$ cat src/hw/spdif_config.svh
//////////////////////////////////////////////////////////////////////
// receiver constants for cell timing, subframe geometry and blocks
//////////////////////////////////////////////////////////////////////

`ifndef SPDIF_CONFIG_SVH
`define SPDIF_CONFIG_SVH

// oversampling of the line, fixed at 4 clocks per cell
`define SPDIF_CLK_PER_HALF 2
`define SPDIF_CLK_PER_CELL 4

// subframe layout, preamble takes the first 4 cells
`define SPDIF_CELLS_PER_SUBFRAME 32
`define SPDIF_PREAMBLE_HALVES 8

// frames in one channel-status block
`define SPDIF_BLOCK_FRAMES 192

`endif

$ cat src/hw/spdif_frame_pkg.sv
//////////////////////////////////////////////////////////////////////
// line and subframe types: phase, preamble kind, channel, payload
//////////////////////////////////////////////////////////////////////

`default_nettype none

`include "spdif_config.svh"

package spdif_frame_pkg;

    typedef logic [$clog2(`SPDIF_CLK_PER_CELL * `SPDIF_CELLS_PER_SUBFRAME)-1:0] phase_t;

    typedef enum logic [1:0] {
        PRE_NONE,
        PRE_B,
        PRE_M,
        PRE_W
    } preamble_t;

    typedef enum logic {
        CH_A,
        CH_B
    } channel_t;

    // cells 4 to 31, first cell at bit 0
    typedef struct packed {
        logic        parity;
        logic        status;
        logic        user;
        logic        validity;
        logic [23:0] sample;
    } wide24_t;

    // 20-bit audio with the aux nibble in the low cells
    typedef struct packed {
        logic        parity;
        logic        status;
        logic        user;
        logic        validity;
        logic [19:0] sample;
        logic [3:0]  aux;
    } aux20_t;

    typedef union packed {
        wide24_t wide24;
        aux20_t  aux20;
    } payload_t;

endpackage

`default_nettype wire

$ cat src/hw/spdif_block_pkg.sv
//////////////////////////////////////////////////////////////////////
// channel-status and user-data block types
//////////////////////////////////////////////////////////////////////

`default_nettype none

`include "spdif_config.svh"

package spdif_block_pkg;

    // bit 0 comes from the frame with the B preamble
    typedef logic [`SPDIF_BLOCK_FRAMES-1:0] status_block_t;

    // frames collected so far, 0 while no block is open
    typedef logic [$clog2(`SPDIF_BLOCK_FRAMES + 1)-1:0] frame_count_t;

endpackage

`default_nettype wire

$ cat src/hw/spdif_timing_if.sv
//////////////////////////////////////////////////////////////////////
// subframe phase and strobes shared by timer, lock FSM and decoder
//////////////////////////////////////////////////////////////////////

`default_nettype none

interface spdif_timing_if;
    import spdif_frame_pkg::*;

    phase_t phase;
    logic   half_end;
    logic   cell_end;
    logic   preamble_end;
    logic   payload_end;
    // restart the grid at a line transition
    logic   resync;

    modport timer (
        output phase, half_end, cell_end, preamble_end, payload_end,
        input  resync
    );

    modport fsm (
        input  half_end, cell_end, preamble_end, payload_end,
        output resync
    );

    modport decoder (
        input  phase, half_end, cell_end, preamble_end, payload_end
    );

endinterface

`default_nettype wire

$ cat src/hw/spdif_cell_timer.sv
//////////////////////////////////////////////////////////////////////
// subframe phase counter with resync and half/cell/frame strobes
//////////////////////////////////////////////////////////////////////

`default_nettype none

`include "spdif_config.svh"

module spdif_cell_timer (
    input  logic           clk,
    input  logic           rst,
    spdif_timing_if.timer  tim
);
    import spdif_frame_pkg::*;

    localparam int HALF          = `SPDIF_CLK_PER_HALF;
    localparam int CELL          = `SPDIF_CLK_PER_CELL;
    localparam int SUBFRAME_LAST = CELL * `SPDIF_CELLS_PER_SUBFRAME - 1;
    localparam int PREAMBLE_LAST = HALF * `SPDIF_PREAMBLE_HALVES - 1;

    // the clock that saw the transition counts as phase 0
    localparam phase_t RELOAD = phase_t'(1);

    always_ff @(posedge clk) begin
        if (rst) begin
            tim.phase <= '0;
        end else if (tim.resync) begin
            tim.phase <= RELOAD;
        end else if (tim.phase == phase_t'(SUBFRAME_LAST)) begin
            tim.phase <= '0;
        end else begin
            tim.phase <= tim.phase + 1'b1;
        end
    end

    // strobes mark the last clock of each span
    assign tim.half_end     = (tim.phase & phase_t'(HALF - 1)) == phase_t'(HALF - 1);
    assign tim.cell_end     = (tim.phase & phase_t'(CELL - 1)) == phase_t'(CELL - 1);
    assign tim.preamble_end = tim.phase == phase_t'(PREAMBLE_LAST);
    assign tim.payload_end  = tim.phase == phase_t'(SUBFRAME_LAST);

    // free-running grid wraps cleanly after the last payload clock
    a_wrap_after_payload : assert property (
        @(posedge clk) disable iff (rst)
        tim.payload_end && !tim.resync |=> tim.phase == '0
    ) else $error("timer did not wrap to phase 0 after payload_end");

endmodule

`default_nettype wire

$ cat src/hw/spdif_lock_fsm.sv
//////////////////////////////////////////////////////////////////////
// lock FSM: search, preamble check, locked, loss of lock
//////////////////////////////////////////////////////////////////////

`default_nettype none

module spdif_lock_fsm (
    input  logic                       clk,
    input  logic                       rst,
    spdif_timing_if.fsm                tim,
    input  spdif_frame_pkg::preamble_t preamble_kind,
    input  logic                       first_level_steady,
    output logic                       locked
);
    import spdif_frame_pkg::*;

    typedef enum logic [1:0] {
        ST_SEARCH,
        ST_CHECK,
        ST_LOCKED
    } state_t;

    state_t state;

    // move the grid onto any transition seen in the steady window
    assign tim.resync = (state != ST_LOCKED) && !first_level_steady;

    assign locked = state == ST_LOCKED;

    always_ff @(posedge clk) begin
        if (rst) begin
            state <= ST_SEARCH;
        end else begin
            case (state)
                ST_SEARCH: begin
                    if (tim.resync) begin
                        state <= ST_CHECK;
                    end else if (tim.preamble_end && preamble_kind != PRE_NONE) begin
                        // grid already sat on a preamble
                        state <= ST_LOCKED;
                    end
                end
                ST_CHECK: begin
                    // grid anchored at a transition, B/M/W all accepted
                    if (tim.preamble_end) begin
                        if (preamble_kind != PRE_NONE) begin
                            state <= ST_LOCKED;
                        end else begin
                            state <= ST_SEARCH;
                        end
                    end
                end
                ST_LOCKED: begin
                    if (tim.preamble_end && preamble_kind == PRE_NONE) begin
                        state <= ST_SEARCH;
                    end
                end
                default: begin
                    state <= ST_SEARCH;
                end
            endcase
        end
    end

    // lock is only ever gained on a classified preamble
    a_lock_on_preamble : assert property (
        @(posedge clk) disable iff (rst)
        $rose(locked) |-> $past(tim.preamble_end)
    ) else $error("locked rose away from preamble_end");

endmodule

`default_nettype wire

$ cat src/hw/spdif_bmc_decoder.sv
//////////////////////////////////////////////////////////////////////
// biphase-mark decoder: preamble classification, payload and parity
//////////////////////////////////////////////////////////////////////

`default_nettype none

`include "spdif_config.svh"

module spdif_bmc_decoder (
    input  logic                       clk,
    input  logic                       rst,
    spdif_timing_if.decoder            tim,
    input  logic                       line,
    output logic                       first_level_steady,
    output spdif_frame_pkg::preamble_t preamble_kind,
    output spdif_frame_pkg::payload_t  payload,
    output logic                       payload_valid,
    output spdif_frame_pkg::channel_t  payload_channel,
    output logic                       block_start,
    output logic                       parity_ok
);
    import spdif_frame_pkg::*;

    localparam int HALF          = `SPDIF_CLK_PER_HALF;
    localparam int PRE_BITS      = `SPDIF_PREAMBLE_HALVES;
    localparam int STEADY_LAST   = 3 * HALF - 1;
    localparam int PAYLOAD_FIRST = PRE_BITS * HALF;
    localparam int PAYLOAD_BITS  = $bits(payload_t);

    // half-cell levels, normalised to start high
    localparam logic [PRE_BITS-1:0] PAT_B = 8'b1110_1000;
    localparam logic [PRE_BITS-1:0] PAT_M = 8'b1110_0010;
    localparam logic [PRE_BITS-1:0] PAT_W = 8'b1110_0100;

    logic                    start_lvl;
    logic                    mid_lvl;
    logic [PRE_BITS-2:0]     pre_hist;
    logic [PRE_BITS-1:0]     pre_word;
    logic [PRE_BITS-1:0]     pre_norm;
    logic                    in_window;
    logic                    in_payload;
    logic                    cell_bit;
    logic [PAYLOAD_BITS-1:0] shreg;
    logic [PAYLOAD_BITS-1:0] shreg_next;
    preamble_t               cur_kind;

    // first three half cells of a preamble hold one level
    assign in_window = tim.phase != '0 && tim.phase <= phase_t'(STEADY_LAST);
    assign first_level_steady = !(in_window && line != start_lvl);

    assign pre_word = {pre_hist, line};
    assign pre_norm = pre_word[PRE_BITS-1] ? pre_word : ~pre_word;

    always_comb begin
        case (pre_norm)
            PAT_B:   preamble_kind = PRE_B;
            PAT_M:   preamble_kind = PRE_M;
            PAT_W:   preamble_kind = PRE_W;
            default: preamble_kind = PRE_NONE;
        endcase
    end

    // a one is a level change at mid-cell
    assign in_payload = tim.phase >= phase_t'(PAYLOAD_FIRST);
    assign cell_bit   = line ^ mid_lvl;
    assign shreg_next = {cell_bit, shreg[PAYLOAD_BITS-1:1]};

    always_ff @(posedge clk) begin
        if (tim.phase == '0 || !first_level_steady) begin
            start_lvl <= line;
        end
        if (tim.half_end) begin
            pre_hist <= {pre_hist[PRE_BITS-3:0], line};
        end
        if (tim.half_end && !tim.cell_end) begin
            mid_lvl <= line;
        end
        if (tim.cell_end && in_payload) begin
            shreg <= shreg_next;
        end
        // hold the finished subframe until the next one
        if (tim.payload_end) begin
            payload         <= payload_t'(shreg_next);
            parity_ok       <= ~^shreg_next;
            payload_channel <= (cur_kind == PRE_W) ? CH_B : CH_A;
            block_start     <= cur_kind == PRE_B;
        end
    end

    always_ff @(posedge clk) begin
        if (rst) begin
            cur_kind      <= PRE_NONE;
            payload_valid <= 1'b0;
        end else begin
            if (tim.preamble_end) begin
                cur_kind <= preamble_kind;
            end
            payload_valid <= tim.payload_end;
        end
    end

    a_valid_after_payload : assert property (
        @(posedge clk) disable iff (rst)
        payload_valid |-> $past(tim.payload_end)
    ) else $error("payload_valid without payload_end");

endmodule

`default_nettype wire

$ cat src/hw/spdif_status_collector.sv
//////////////////////////////////////////////////////////////////////
// channel-status and user-data block collection from channel A
//////////////////////////////////////////////////////////////////////

`default_nettype none

`include "spdif_config.svh"

module spdif_status_collector (
    input  logic                           clk,
    input  logic                           rst,
    input  logic                           locked,
    input  spdif_frame_pkg::payload_t      payload,
    input  logic                           payload_valid,
    input  spdif_frame_pkg::channel_t      payload_channel,
    input  logic                           block_start,
    output spdif_block_pkg::status_block_t status_block,
    output spdif_block_pkg::status_block_t user_block,
    output logic                           status_valid
);
    import spdif_frame_pkg::*;
    import spdif_block_pkg::*;

    localparam int FRAMES = `SPDIF_BLOCK_FRAMES;

    frame_count_t  frame_count;
    status_block_t c_shift;
    status_block_t u_shift;
    status_block_t c_next;
    status_block_t u_next;
    logic          take;
    logic          block_done;

    assign take = payload_valid && locked && payload_channel == CH_A;

    // newest bit enters at the top so the B frame ends at bit 0
    assign c_next = {payload.wide24.status, c_shift[FRAMES-1:1]};
    assign u_next = {payload.wide24.user, u_shift[FRAMES-1:1]};

    assign block_done = take && !block_start
                        && frame_count == frame_count_t'(FRAMES - 1);

    always_ff @(posedge clk) begin
        if (rst) begin
            frame_count  <= '0;
            status_valid <= 1'b0;
        end else begin
            status_valid <= block_done;
            if (!locked) begin
                // partial block lost with the lock
                frame_count <= '0;
            end else if (take) begin
                if (block_start) begin
                    frame_count <= frame_count_t'(1);
                end else if (block_done) begin
                    frame_count <= '0;
                end else if (frame_count != '0) begin
                    frame_count <= frame_count + 1'b1;
                end
            end
        end
    end

    always_ff @(posedge clk) begin
        if (take) begin
            c_shift <= c_next;
            u_shift <= u_next;
        end
        if (block_done) begin
            status_block <= c_next;
            user_block   <= u_next;
        end
    end

endmodule

`default_nettype wire

$ cat src/hw/spdif_rx_top.sv
//////////////////////////////////////////////////////////////////////
// receiver top: timer, lock FSM, decoder and block collector
//////////////////////////////////////////////////////////////////////

`default_nettype none

`include "spdif_config.svh"

module spdif_rx_top (
    input  logic                          clk,
    input  logic                          rst,
    input  logic                          line,
    output logic                          locked,
    output logic [23:0]                   sample,
    output logic [3:0]                    aux_nibble,
    output logic                          channel,
    output logic                          validity,
    output logic                          parity_ok,
    output logic                          sample_valid,
    output logic [`SPDIF_BLOCK_FRAMES-1:0] status_block,
    output logic [`SPDIF_BLOCK_FRAMES-1:0] user_block,
    output logic                          status_valid
);
    import spdif_frame_pkg::*;

    preamble_t preamble_kind;
    logic      first_level_steady;
    payload_t  payload;
    logic      payload_valid;
    channel_t  payload_channel;
    logic      block_start;

    spdif_timing_if tim ();

    spdif_cell_timer i_timer (
        .clk (clk),
        .rst (rst),
        .tim (tim.timer)
    );

    spdif_lock_fsm i_lock (
        .clk                (clk),
        .rst                (rst),
        .tim                (tim.fsm),
        .preamble_kind      (preamble_kind),
        .first_level_steady (first_level_steady),
        .locked             (locked)
    );

    spdif_bmc_decoder i_decoder (
        .clk                (clk),
        .rst                (rst),
        .tim                (tim.decoder),
        .line               (line),
        .first_level_steady (first_level_steady),
        .preamble_kind      (preamble_kind),
        .payload            (payload),
        .payload_valid      (payload_valid),
        .payload_channel    (payload_channel),
        .block_start        (block_start),
        .parity_ok          (parity_ok)
    );

    spdif_status_collector i_collector (
        .clk             (clk),
        .rst             (rst),
        .locked          (locked),
        .payload         (payload),
        .payload_valid   (payload_valid),
        .payload_channel (payload_channel),
        .block_start     (block_start),
        .status_block    (status_block),
        .user_block      (user_block),
        .status_valid    (status_valid)
    );

    // same word read as 24-bit audio and as 20-bit audio plus aux
    assign sample       = payload.wide24.sample;
    assign aux_nibble   = payload.aux20.aux;
    assign validity     = payload.wide24.validity;
    assign channel      = payload_channel == CH_B;
    assign sample_valid = payload_valid && locked;

endmodule

`default_nettype wire

$ cat config.mk
export PLATFORM = sky130hd
export DESIGN_NAME = spdif_rx_top
export DESIGN_NICKNAME = d
export VERILOG_FILES = /design/src/hw/spdif_frame_pkg.sv /design/src/hw/spdif_block_pkg.sv /design/src/hw/spdif_timing_if.sv /design/src/hw/spdif_cell_timer.sv /design/src/hw/spdif_lock_fsm.sv /design/src/hw/spdif_bmc_decoder.sv /design/src/hw/spdif_status_collector.sv /design/src/hw/spdif_rx_top.sv
export VERILOG_INCLUDE_DIRS = /design/src /design/src/hw
export SDC_FILE = /design/constraint.sdc
export NUM_CORES = 1
export LEC_CHECK = 0
export ABC_AREA = 0
export BUFFER_PORTS_ARGS = -buffer_cell sky130_fd_sc_hd__buf_4
export CORE_MARGIN = 4
export CORE_UTILIZATION = 44
export DETAILED_ROUTE_END_ITERATION = 7
export SLEW_MARGIN = 25
export SYNTH_ARGS = -nofsm -noshare
export SYNTH_HDL_FRONTEND = slang
export SYNTH_HIERARCHICAL = 1
export SYNTH_SLANG_ARGS = --single-unit
$ cat constraint.sdc
create_clock -name clk -period 13.84 [get_ports clk]
set_input_delay 1.384 -clock clk [delete_from_list [all_inputs] [get_ports clk]]
set_output_delay 1.384 -clock clk [all_outputs]
set_load 0.1 [all_outputs]
==> results of run 1 <==
[metrics by stage]
step / setup slack, ns / hold WS (ns) / util (%) / cells / total power (W)
floorplan: 2.62 / 0.400 / - / 1006 / 0.00290
global placement: 9.27 / 0.403 / 51.7 / 2202 / 0.00291
detailed placement: 9.19 / 0.407 / 51.7 / 2202 / 0.00291
CTS: 9.17 / 0.421 / 56.2 / 2355 / 0.00507
global route: 8.89 / 0.443 / 56.2 / 2355 / 0.00519
finish: 9.21 / 0.422 / 56.2 / 2355 / 0.00501
[final timing paths]
check	slack (ns)	from	to	cells after the start
max	9.21	i_lock/state[0]	i_collector/user_block[109]	6
min	0.42	i_collector/c_shift[1]	i_collector/status_block[0]	0
max reg2reg	9.21	i_lock/state[0]	i_collector/user_block[109]	6
min reg2reg	0.42	i_collector/c_shift[1]	i_collector/status_block[0]	0
[worst max-delay path: cells and delay by family (launching register included)]
family	cells	cell delay (ns)
and+or+nand+nor	4	2.05
DFF	1	0.34
buffers and inverters	2	1.73
[power groups by stage]
| stage | Clock, W | Combinational (W) | Sequential [W] |
|---|---|---|---|
| after global routing | 0.00233 | 0.0000405 | 0.00282 |
| after global placement | 0 | 0.0000355 | 0.00287 |
| after floorplan | 0 | 0.0000311 | 0.00287 |
| after CTS | 0.00222 | 0.0000368 | 0.00282 |
| after detailed placement | 0 | 0.0000365 | 0.00287 |
| final | 0.00215 | 0.0000365 | 0.00282 |
[sequential cells by signal (all words and copies together), names as in the netlist, 2 cells and up]
name / flops
i_collector/status_block: 192
i_decoder/pre_hist: 7
i_decoder/shreg: 27
i_timer/tim.phase: 7
i_collector/user_block: 192
i_decoder/payload: 27
i_collector/frame_count: 8
i_decoder/cur_kind: 2
i_collector/c_shift: 191
i_collector/u_shift: 191
i_lock/state: 2
[layer usage]
layer	up-vias	GRT usage [%]
met5	-	0
met4	0	4.33
met3	68	6.70
met2	418	23.2
met1	5833	19.5
li1	5076	-
[placed cells by master, fill, tap and decap left out, types with 5 or more instances in the layout]
| cell type | count |
|---|---|
| clkbuf_1 | 18 |
| edfxtp_1 | 832 |
| nand2_1 | 9 |
| dfxtp_1 | 21 |
| nor2b_1 | 7 |
| clkinv_2 | 11 |
| a31oi_1 | 5 |
| clkbuf_16 | 87 |
| o21ai_0 | 5 |
| xnor2_1 | 20 |
| clkinv_1 | 23 |
| nand3_1 | 12 |
| buf_4 | 430 |
| nor2_1 | 12 |
| xor2_1 | 9 |
| a21oi_1 | 7 |
[final cells by class]
class | count | share of cell area, %
Clock buffer | 105 | 6.73
Clock inverter | 48 | 1.20
Inverter | 5 | 0.105
Multi-Input combinational cell | 141 | 3.18
Sequential cell | 853 | 76.2
Tap cell | 773 | 2.90
Timing Repair Buffer | 430 | 9.68
==> summary.md, run 1 <==
| Metric | Value |
|---|---|
| Cell count after synthesis | `between 1,000 and 1,500` |
| Avg WL per Cell | `21.2 microns` |
| Status | `completed` |
| Die width | `254 microns` |
| Largest net degree at the start of global routing | `172` |
| Die area | `0.0643 sq mm` |
| Hold Violations, Final | `0` |
| Logic pwr share | `less than 1%` |
| RePlAce Congestion | `0.780` |
| Slew @ Worst Pin | `roughly 1.0 ns` |
| Placeable core area | `0.0594 sq mm` |
| Area Overhead vs Synth | `25.7%` |
| Worst-path clk slew | `about 0.06 ns` |
| Leakage power | `9.21 nW` |
| Initial antenna violation count | `0` |
| Clock Skew | `0.0151 ns` |
| Cell Area, Synth | `0.0265 sq mm` |
| Post CTS Setup Buffer Count | `0` |
| Vias in the first global route | `11,211` |
| Port Buf Inserts | `420` |
| CTS tree | `built` |
| Worst hold path type | `reg2reg` |
| Hold_buf cts | `0` |
| Area of the multi-input gates | `0.00106 sq mm` |
| Gr usage total | `15.0%` |
| RSZ-0062 raised after global routing | `no` |
| Crit path arrival time | `4.86 ns` |
| Routed Antenna Nets | `0` |
| Ant diodes | `0` |
| Post-Syn Nets | `1,012` |
| Clock Path Buffers | `3` |
| Post-Syn Area per Cell | `26.4 sq um` |
| NetSw | `about 0.00095 W` |
| First-pass DRT Iterations | `5` |
| Via-to-Cell Ratio | `4.84` |
| Remaining DRCs | `0` |
| Met3 WL | `5.36 mm` |
| Fillers | `4,419` |
| Critical path, cell by cell | `and2b_2 -> nand3b_1 -> nor4_1 -> and3_4 -> buf_4 -> buf_4` |
| Top cell by count, worst path | `buf_4` |
| DIE HEIGHT | `254 microns` |
| Initial core utilization | `44.7%` |
| Seq pwr share | `56.3%` |
| Overflow after GRT | `0` |
| Setup_tns | `0 ns` |
| Row Count | `89` |
| # resized after CTS | `0` |
| DRT Wirelength | `50.0 mm` |
| Worst VDD drop | `103 uV` |
| Crit Path Max Fanout | `75` |
| Nets@finish | `1,521` |
| Int Pwr | `0.00406 W` |
| Sequential cell area | `0.0254 sq mm` |
| Top-Level Pins | `around 420` |
| Post-layout minimum cycle time | `4.63 ns` |
| Final slew viol count | `0` |
| Slowest CP cell | `buf_4` |
| Clock sinks | `853` |
| First-pass GRT wire length | `71.9 mm` |
| Clk pwr share | `a little over two fifths` |
| Initial DRC count | `802` |
| Setup crit end kind | `flip-flop` |
| Slew HR | `31.5%` |
| Layout cell share with drive strength beyond 1 | `35.3%` |
| Kind of critical path | `reg2reg` |
| Clock Latency Late Sink | `0.61 ns` |
| Metal1 wirelength | `20.1 mm` |
| Finished Cell Area | `0.0333 sq mm` |
| WL met2 | `23.6 mm` |
| Crit share post-route | `33.5%` |
| Highest metal used | `met4` |
| Vias | `~11,000` |
| CP required | `14.07 ns` |
| HPWL Detailed | `32.4 mm` |
| Final Setup Violations | `0` |
| Ys Warns | `6` |
| Fmax achieved | `216 MHz` |
| Placed instance area | `0.0307 sq mm` |
| H-tree Lvls | `3` |
| Switching share of power | `18.9%` |
| Cts bufs inserted | `84` |
| Clock tree root driver cell | `clkbuf_16` |
| Reported max-cap violation count | `0` |
| Power Dens Cells | `150 mW/mm^2` |
| Startpoint Class | `flip-flop` |
| Largest stage delay, worst path | `0.89 ns` |
No activity file was read; power rests on OpenSTA's default activity.
==> run 2: changes to the inputs <==
--- a/config.mk
+++ b/config.mk
@@ -11,6 +11,7 @@
 export CORE_MARGIN = 4
 export CORE_UTILIZATION = 44
 export DETAILED_ROUTE_END_ITERATION = 7
+export PLACE_DENSITY = 0.67
 export SLEW_MARGIN = 25
 export SYNTH_ARGS = -nofsm -noshare
 export SYNTH_HDL_FRONTEND = slang
==> constraint.sdc (replaced) <==
create_clock -name clk -period 4 [get_ports clk]
set_input_delay 0.4 -clock clk [delete_from_list [all_inputs] [get_ports clk]]
set_output_delay 0.4 -clock clk [all_outputs]
set_load 0.1 [all_outputs]
==> run 2 against run 1 <==
  * Sequential cell count unchanged
  * Global-route usage barely moved
  * Total power rose to 3.4 times the previous value
  * First-iteration DRC count fell by 16%
  * Highest routed layer unchanged
  * Largest cell class unchanged
  * Non-clock buffer count increased by 4
==> summary.md, run 2 (same netlist as run 1, synthesis figures left out) <==
| Metric | Value |
|---|---|
| Placeable core area | `0.0594 sq mm (unchanged)` |
| Reported max-cap violation count | `0 (unchanged)` |
| Remaining DRCs | `0 (unchanged)` |
| RePlAce Congestion | `0.769 (was 0.780)` |
| R2R depth | `6 (unchanged)` |
| Hold Path Stages | `1 (was 0)` |
| Crit path arrival time | `3.17 ns (was 4.86 ns)` |
| First-pass DRT Iterations | `4 (was 5)` |
| Leakage power | `9.14 nW (was 9.21 nW)` |
| # resized after CTS | `0 (unchanged)` |
| HPWL Detailed | `32.7 mm (was 32.4 mm)` |
| Layout cell share with drive strength beyond 1 | `35.4% (was 35.3%)` |
| Clock Latency Late Sink | `0.60 ns (was 0.61 ns)` |
| Hold_buf cts | `0 (unchanged)` |
| Routed Antenna Nets | `0 (unchanged)` |
| Top-Level Pins | `421 (unchanged)` |
| Fmax achieved | `340 MHz (was 216 MHz)` |
| Clock tree root driver cell | `clkbuf_16 (unchanged)` |
| Nets@finish | `1,523 (was 1,521)` |
| Row Count | `89 (unchanged)` |
| Vias | `11,391 (was 11,395)` |
| Reg2reg start | `i_lock/state[0] (unchanged)` |
| Kind of critical path | `reg2reg (unchanged)` |
| Post CTS Setup Buffer Count | `0 (unchanged)` |
| Worst Hold Launch | `line (was i_collector/c_shift[1])` |
| Hold Violations, Final | `0 (unchanged)` |
| Slew @ Worst Pin | `0.958 ns (was 1.03 ns)` |
| Ant diodes | `0 (unchanged)` |
| Power Dens Cells | `507 mW/mm^2 (was 150 mW/mm^2)` |
| Cts bufs inserted | `82 (was 84)` |
| Via-to-Cell Ratio | `4.86 (was 4.84)` |
| Initial DRC count | `671 (was 802)` |
| Startpoint Class | `flip-flop (unchanged)` |
| Worst VDD drop | `345 uV (was 103 uV)` |
| Crit Path Max Fanout | `71 (was 75)` |
| Final Setup Violations | `0 (unchanged)` |
| DRT Wirelength | `49.8 mm (was 50.0 mm)` |
| Slew HR | `35.5% (was 31.5%)` |
| Commonest non-fill, non-tap cells in the layout | `832 x edfxtp_1, 428 x buf_4, 82 x clkbuf_16 (was 832 x edfxtp_1, 430 x buf_4, 87 x clkbuf_16)` |
| Clock Path Buffers | `3 (unchanged)` |
| Initial antenna violation count | `0 (unchanged)` |
| DIE HEIGHT | `254 microns (unchanged)` |
| Final setup margin | `1.06 ns (was 9.21 ns)` |
| Clock Skew | `0.0203 ns (was 0.0151 ns)` |
| Crit share post-route | `73.4% (was 33.5%)` |
| CTS tree | `built (unchanged)` |
| Setup crit end kind | `flip-flop (unchanged)` |
| Gr usage total | `15.0% (about the same)` |
| Vias in the first global route | `11,439 (was 11,211)` |
| Flop2flop setup slack | `1.06 ns (was 9.21 ns)` |
| Overall power | `0.0168 W (was 0.00501 W)` |
| Port Buf Inserts | `420 (unchanged)` |
| Die area | `0.0643 sq mm (unchanged)` |
| Die width | `254 microns (unchanged)` |
| Final slew viol count | `0 (unchanged)` |
| Worst-path clk slew | `0.06 ns (about the same)` |
| CP required | `4.23 ns (was 14.07 ns)` |
| RSZ-0062 raised after global routing | `no (unchanged)` |
| Worst Hold End | `i_decoder/mid_lvl (was i_collector/status_block[0])` |
| H-tree Lvls | `3 (unchanged)` |
| R2r endpoint | `i_collector/status_block[87] (was i_collector/user_block[109])` |
| WHS | `0.0704 ns (was 0.422 ns)` |
| DP Worst Slack | `1.06 ns (was 9.19 ns)` |
| Largest net degree at the start of global routing | `127 (was 172)` |
| Avg WL per Cell | `21.2 microns (about the same)` |
| Initial core utilization | `44.7% (unchanged)` |
| Commonest non-fill, non-tap cell in the layout | `edfxtp_1 (unchanged)` |
| Finished Core Util | `56.0% (was 56.2%)` |
| Area Overhead vs Synth | `25.2% (was 25.7%)` |
| Status | `completed (unchanged)` |
| Clock sinks | `853 (unchanged)` |
| First-pass GRT wire length | `72.0 mm (was 71.9 mm)` |
| Worst hold path type | `in2reg (was reg2reg)` |
| Post-layout minimum cycle time | `2.94 ns (was 4.63 ns)` |
| Overflow after GRT | `0 (unchanged)` |
| Top flop regs | `i_collector/status_block: 192 flops, i_collector/user_block: 192 flops (unchanged)` |
[run 2: cell types whose count changed in the layout (fill, tap and decap cells not counted), moves of 2 or more]
cell / change
clkinv_8: -3
clkbuf_1: -6
buf_4: -2
inv_6: +4
bufinv_16: -2
buf_12: +6
clkinv_2: -2
clkbuf_16: -5
[run 2: final cells by class]
| type | count | area (sq um) |
|---|---|---|
| fill | 4315 | 26100 |
| sequential | 853 | 25400 |
| timing repair buffer | 434 | 3330 |
| clock buffer | 94 | 2100 |
| multi-input combinational | 141 | 1070 |
| tap | 773 | 967 |
| clock inverter | 46 | 319 |
| inverter | 5 | 35.0 |
[run 2: worst max-delay path: stages, from the launching register on]
cell      delay [ns]
dfxtp_1         0.33
and2b_2         0.27
nand3b_1        0.34
nor4_2          0.39
and3_4          0.29
buf_12          0.32
buf_4           0.51
[run 2: layer usage]
layer | track usage (%) | wire length [microns] | up-vias
met2 | 23.4 | 23700 | 483
met5 | 0 | 0 | -
li1 | - | - | 5072
met4 | 4.30 | 851 | 0
met3 | 5.54 | 5150 | 60
met1 | 20.0 | 20100 | 5776
[run 2: worst max path at each step]
stage,cells after the start,from,to,slack [ns]
6_report,6,i_lock/state[0],i_collector/status_block[87],1.06
5_1_grt,6,i_lock/state[0],i_collector/status_block[128],0.90
4_1_cts,6,i_lock/state[0],i_collector/status_block[88],1.06
3_5_place_dp,6,i_lock/state[0],i_collector/status_block[58],1.06
3_3_place_gp,6,i_lock/state[0],i_collector/user_block[154],1.08
2_1_floorplan,3,i_decoder/payload_channel,i_collector/status_block[0],-0.71
[run 2: where the power goes]
| part | internal, W | switching (W) | total (W) |
|---|---|---|---|
| Clock | 0.00390 | 0.00306 | 0.00696 |
| Combinational | 0.0000677 | 0.0000584 | 0.000126 |
| Sequential | 0.00971 | 0.0000452 | 0.00975 |
| Total | 0.0137 | 0.00316 | 0.0168 |
[run 2: per-stage QoR]
step	setup TNS, ns	cell area [sq um]	std cells
final	0	33200	2346
after global routing	0	33200	2346
after CTS	0	33200	2346
after detailed placement	0	30800	2206
after global placement	0	30800	2206
after floorplan	-272.81	26500	1006
==> run 3: changes to the inputs <==
==> constraint.sdc (replaced) <==
create_clock -name clk -period 2.6 [get_ports clk]
set_input_delay 0.26 -clock clk [delete_from_list [all_inputs] [get_ports clk]]
set_output_delay 0.26 -clock clk [all_outputs]
set_load 0.1 [all_outputs]
==> run 3 against run 2 <==
  * Cell count rose by 1.1%
  * Sequential cell count did not move
  * Sequential power is 54% higher
  * Utilization up 0.77 points
  * Register-to-register slack got worse by 0.80 ns
  * Fmax is 26% higher
  * Total power grew 59%
==> summary.md, run 3 (same netlist as run 1, synthesis figures left out) <==
| Metric | Value |
|---|---|
| Setup_tns | `0 ns (unchanged)` |
| Area Overhead vs Synth | `26.9% (was 25.2%)` |
| Reg2reg start | `i_collector/frame_count[0] (was i_lock/state[0])` |
| Die width | `254 microns (unchanged)` |
| DRT Wirelength | `51.2 mm (was 49.8 mm)` |
| HPWL Detailed | `33.8 mm (was 32.7 mm)` |
| R2r endpoint | `i_collector/user_block[30] (was i_collector/status_block[87])` |
| Via-to-Cell Ratio | `4.86 (about the same)` |
| Initial DRC count | `819 (was 671)` |
| Crit Path Max Fanout | `50 (was 71)` |
| Final slew viol count | `0 (unchanged)` |
| Fillers | `4,302 (was 4,315)` |
| Fmax achieved | `427 MHz (was 340 MHz)` |
| Clock sinks | `853 (unchanged)` |
| DP Worst Slack | `0.251 ns (was 1.06 ns)` |
| DIE HEIGHT | `254 microns (unchanged)` |
| Clock Path Buffers | `3 (unchanged)` |
| Top-Level Pins | `421 (unchanged)` |
| Nets@finish | `1,540 (was 1,523)` |
| Remaining DRCs | `0 (unchanged)` |
| Vias | `11,532 (was 11,391)` |
| RePlAce Congestion | `0.787 (was 0.769)` |
| Reported max-cap violation count | `0 (unchanged)` |
| Crit path arrival time | `2.64 ns (was 3.17 ns)` |
| Worst VDD drop | `580 uV (was 345 uV)` |
| Flop2flop setup slack | `0.26 ns (was 1.06 ns)` |
| Status | `completed (unchanged)` |
| Setup crit end kind | `flip-flop (unchanged)` |
| First-pass DRT Iterations | `4 (unchanged)` |
| Startpoint Class | `flip-flop (unchanged)` |
| Clock tree root driver cell | `clkbuf_16 (unchanged)` |
| Clock Skew | `0.0334 ns (was 0.0203 ns)` |
| Post-layout minimum cycle time | `2.34 ns (was 2.94 ns)` |
| Finished Cell Area | `0.0337 sq mm (was 0.0332 sq mm)` |
| Crit share post-route | `90.0% (was 73.4%)` |
| Avg WL per Cell | `21.6 microns (was 21.2 microns)` |
| Worst Hold End | `i_collector/c_shift[35] (was i_decoder/mid_lvl)` |
| Overall power | `0.0269 W (was 0.0168 W)` |
| Commonest non-fill, non-tap cells in the layout | `832 x edfxtp_1, 437 x buf_4, 82 x clkbuf_16 (was 832 x edfxtp_1, 428 x buf_4, 82 x clkbuf_16)` |
| H-tree Lvls | `3 (unchanged)` |
| Top flop regs | `i_collector/status_block: 192 flops, i_collector/user_block: 192 flops (unchanged)` |
| First-pass GRT wire length | `73.5 mm (was 72.0 mm)` |
| Worst hold path type | `reg2reg (was in2reg)` |
| Hold Path Stages | `0 (was 1)` |
| Ant diodes | `0 (unchanged)` |
| Gr usage total | `15.4% (was 15.0%)` |
| Worst-path clk slew | `0.06 ns (about the same)` |
| Routed Antenna Nets | `0 (unchanged)` |
| RSZ-0062 raised after global routing | `no (unchanged)` |
| Finished Core Util | `56.7% (was 56.0%)` |
| Leakage power | `9.36 nW (was 9.14 nW)` |
| CTS tree | `built (unchanged)` |
| Commonest non-fill, non-tap cell in the layout | `edfxtp_1 (unchanged)` |
| Die area | `0.0643 sq mm (unchanged)` |
| CP required | `2.90 ns (was 4.23 ns)` |
| Slew @ Worst Pin | `0.523 ns (was 0.958 ns)` |
| Slew HR | `65.1% (was 35.5%)` |
| Final setup margin | `0.260 ns (was 1.06 ns)` |
| Worst Hold Launch | `i_collector/c_shift[36] (was line)` |
| R2R depth | `6 (unchanged)` |
| Port Buf Inserts | `420 (unchanged)` |
| Final Setup Violations | `0 (unchanged)` |
| Placed instance area | `0.0310 sq mm (was 0.0308 sq mm)` |
| Largest net degree at the start of global routing | `97 (was 127)` |
| Cts bufs inserted | `82 (unchanged)` |
| Vias in the first global route | `11,449 (was 11,439)` |
| Row Count | `89 (unchanged)` |
| Layout cell share with drive strength beyond 1 | `36.5% (was 35.4%)` |
| Overflow after GRT | `0 (unchanged)` |
| Power Dens Cells | `797 mW/mm^2 (was 507 mW/mm^2)` |
| Initial core utilization | `44.7% (unchanged)` |
| Post CTS Setup Buffer Count | `0 (unchanged)` |
| Clock Latency Late Sink | `0.63 ns (was 0.60 ns)` |
| Placeable core area | `0.0594 sq mm (unchanged)` |
| Hold Violations, Final | `0 (unchanged)` |
| Initial antenna violation count | `1 (was 0)` |
| Kind of critical path | `reg2reg (unchanged)` |
## run 3: changes by cell type in the layout (fill, tap and decap cells not counted), sizes merged
cell / before / now
buf: 434 / 449
inv: 12 / 10
dlygate4sd3: 0 / 2
clkbuf: 94 / 97
bufinv: 2 / 8
clkinvlp: 3 / 4
## run 3: where the power goes
part | leakage (nW) | switching, W | internal, W
sequential | 5.68 | 0.0000507 | 0.0149
clock | 1.29 | 0.00497 | 0.00668
combinational | 2.39 | 0.000113 | 0.000113
## run 3: worst max path at each step
stage / endpoint / cells past startpoint / from
after floorplan: i_collector/status_block[0] / 3 / i_decoder/payload_channel
after global placement: i_collector/user_block[26] / 6 / i_collector/frame_count[0]
after detailed placement: i_collector/user_block[26] / 6 / i_collector/frame_count[0]
after CTS: i_collector/user_block[111] / 6 / i_collector/frame_count[0]
after global routing: i_collector/user_block[113] / 6 / i_collector/frame_count[0]
final: i_collector/user_block[30] / 6 / i_collector/frame_count[0]
## run 3: area by class of cell
| type | instances | area, sq um | area share [%] |
|---|---|---|---|
| Inverter | 5 | 35.0 | 0.104 |
| Clock inverter | 51 | 554 | 1.65 |
| Clock buffer | 97 | 2110 | 6.26 |
| Tap cell | 773 | 967 | 2.87 |
| Multi-Input combinational cell | 141 | 1070 | 3.17 |
| Timing Repair Buffer | 451 | 3540 | 10.5 |
| Sequential cell | 853 | 25400 | 75.4 |
## run 3: per-stage QoR
| stage | cells | hold WS [ns] |
|---|---|---|
| after floorplan | 1006 | 0.332 |
| after global placement | 2221 | 0.403 |
| after detailed placement | 2221 | 0.408 |
| after CTS | 2371 | 0.416 |
| after global routing | 2371 | 0.435 |
| final | 2371 | 0.422 |
## run 3: layer usage
metal / GRT usage [%] / vias to the layer above / part of all wire [%]
met4: 4.60 / 0 / 2.5
met3: 5.91 / 90 / 9.6
met2: 24.0 / 459 / 47
li1: - / 5109 / -
met5: 0 / - / 0
met1: 20.4 / 5874 / 41
## run 3: timing repair
action,4_1_cts,5_1_grt
gates resized for setup,0,0
hold buffers,2,0
endpoints found under the hold margin,13,0
## run 3: worst max-delay path, cell delays in order, from the launching register on
cell and delay, ns:
dfxtp_1 0.42, ha_1 0.24, nand3_1 0.13, nor4_2 0.33, and3_4 0.33, buf_12 0.22, buf_12 0.30
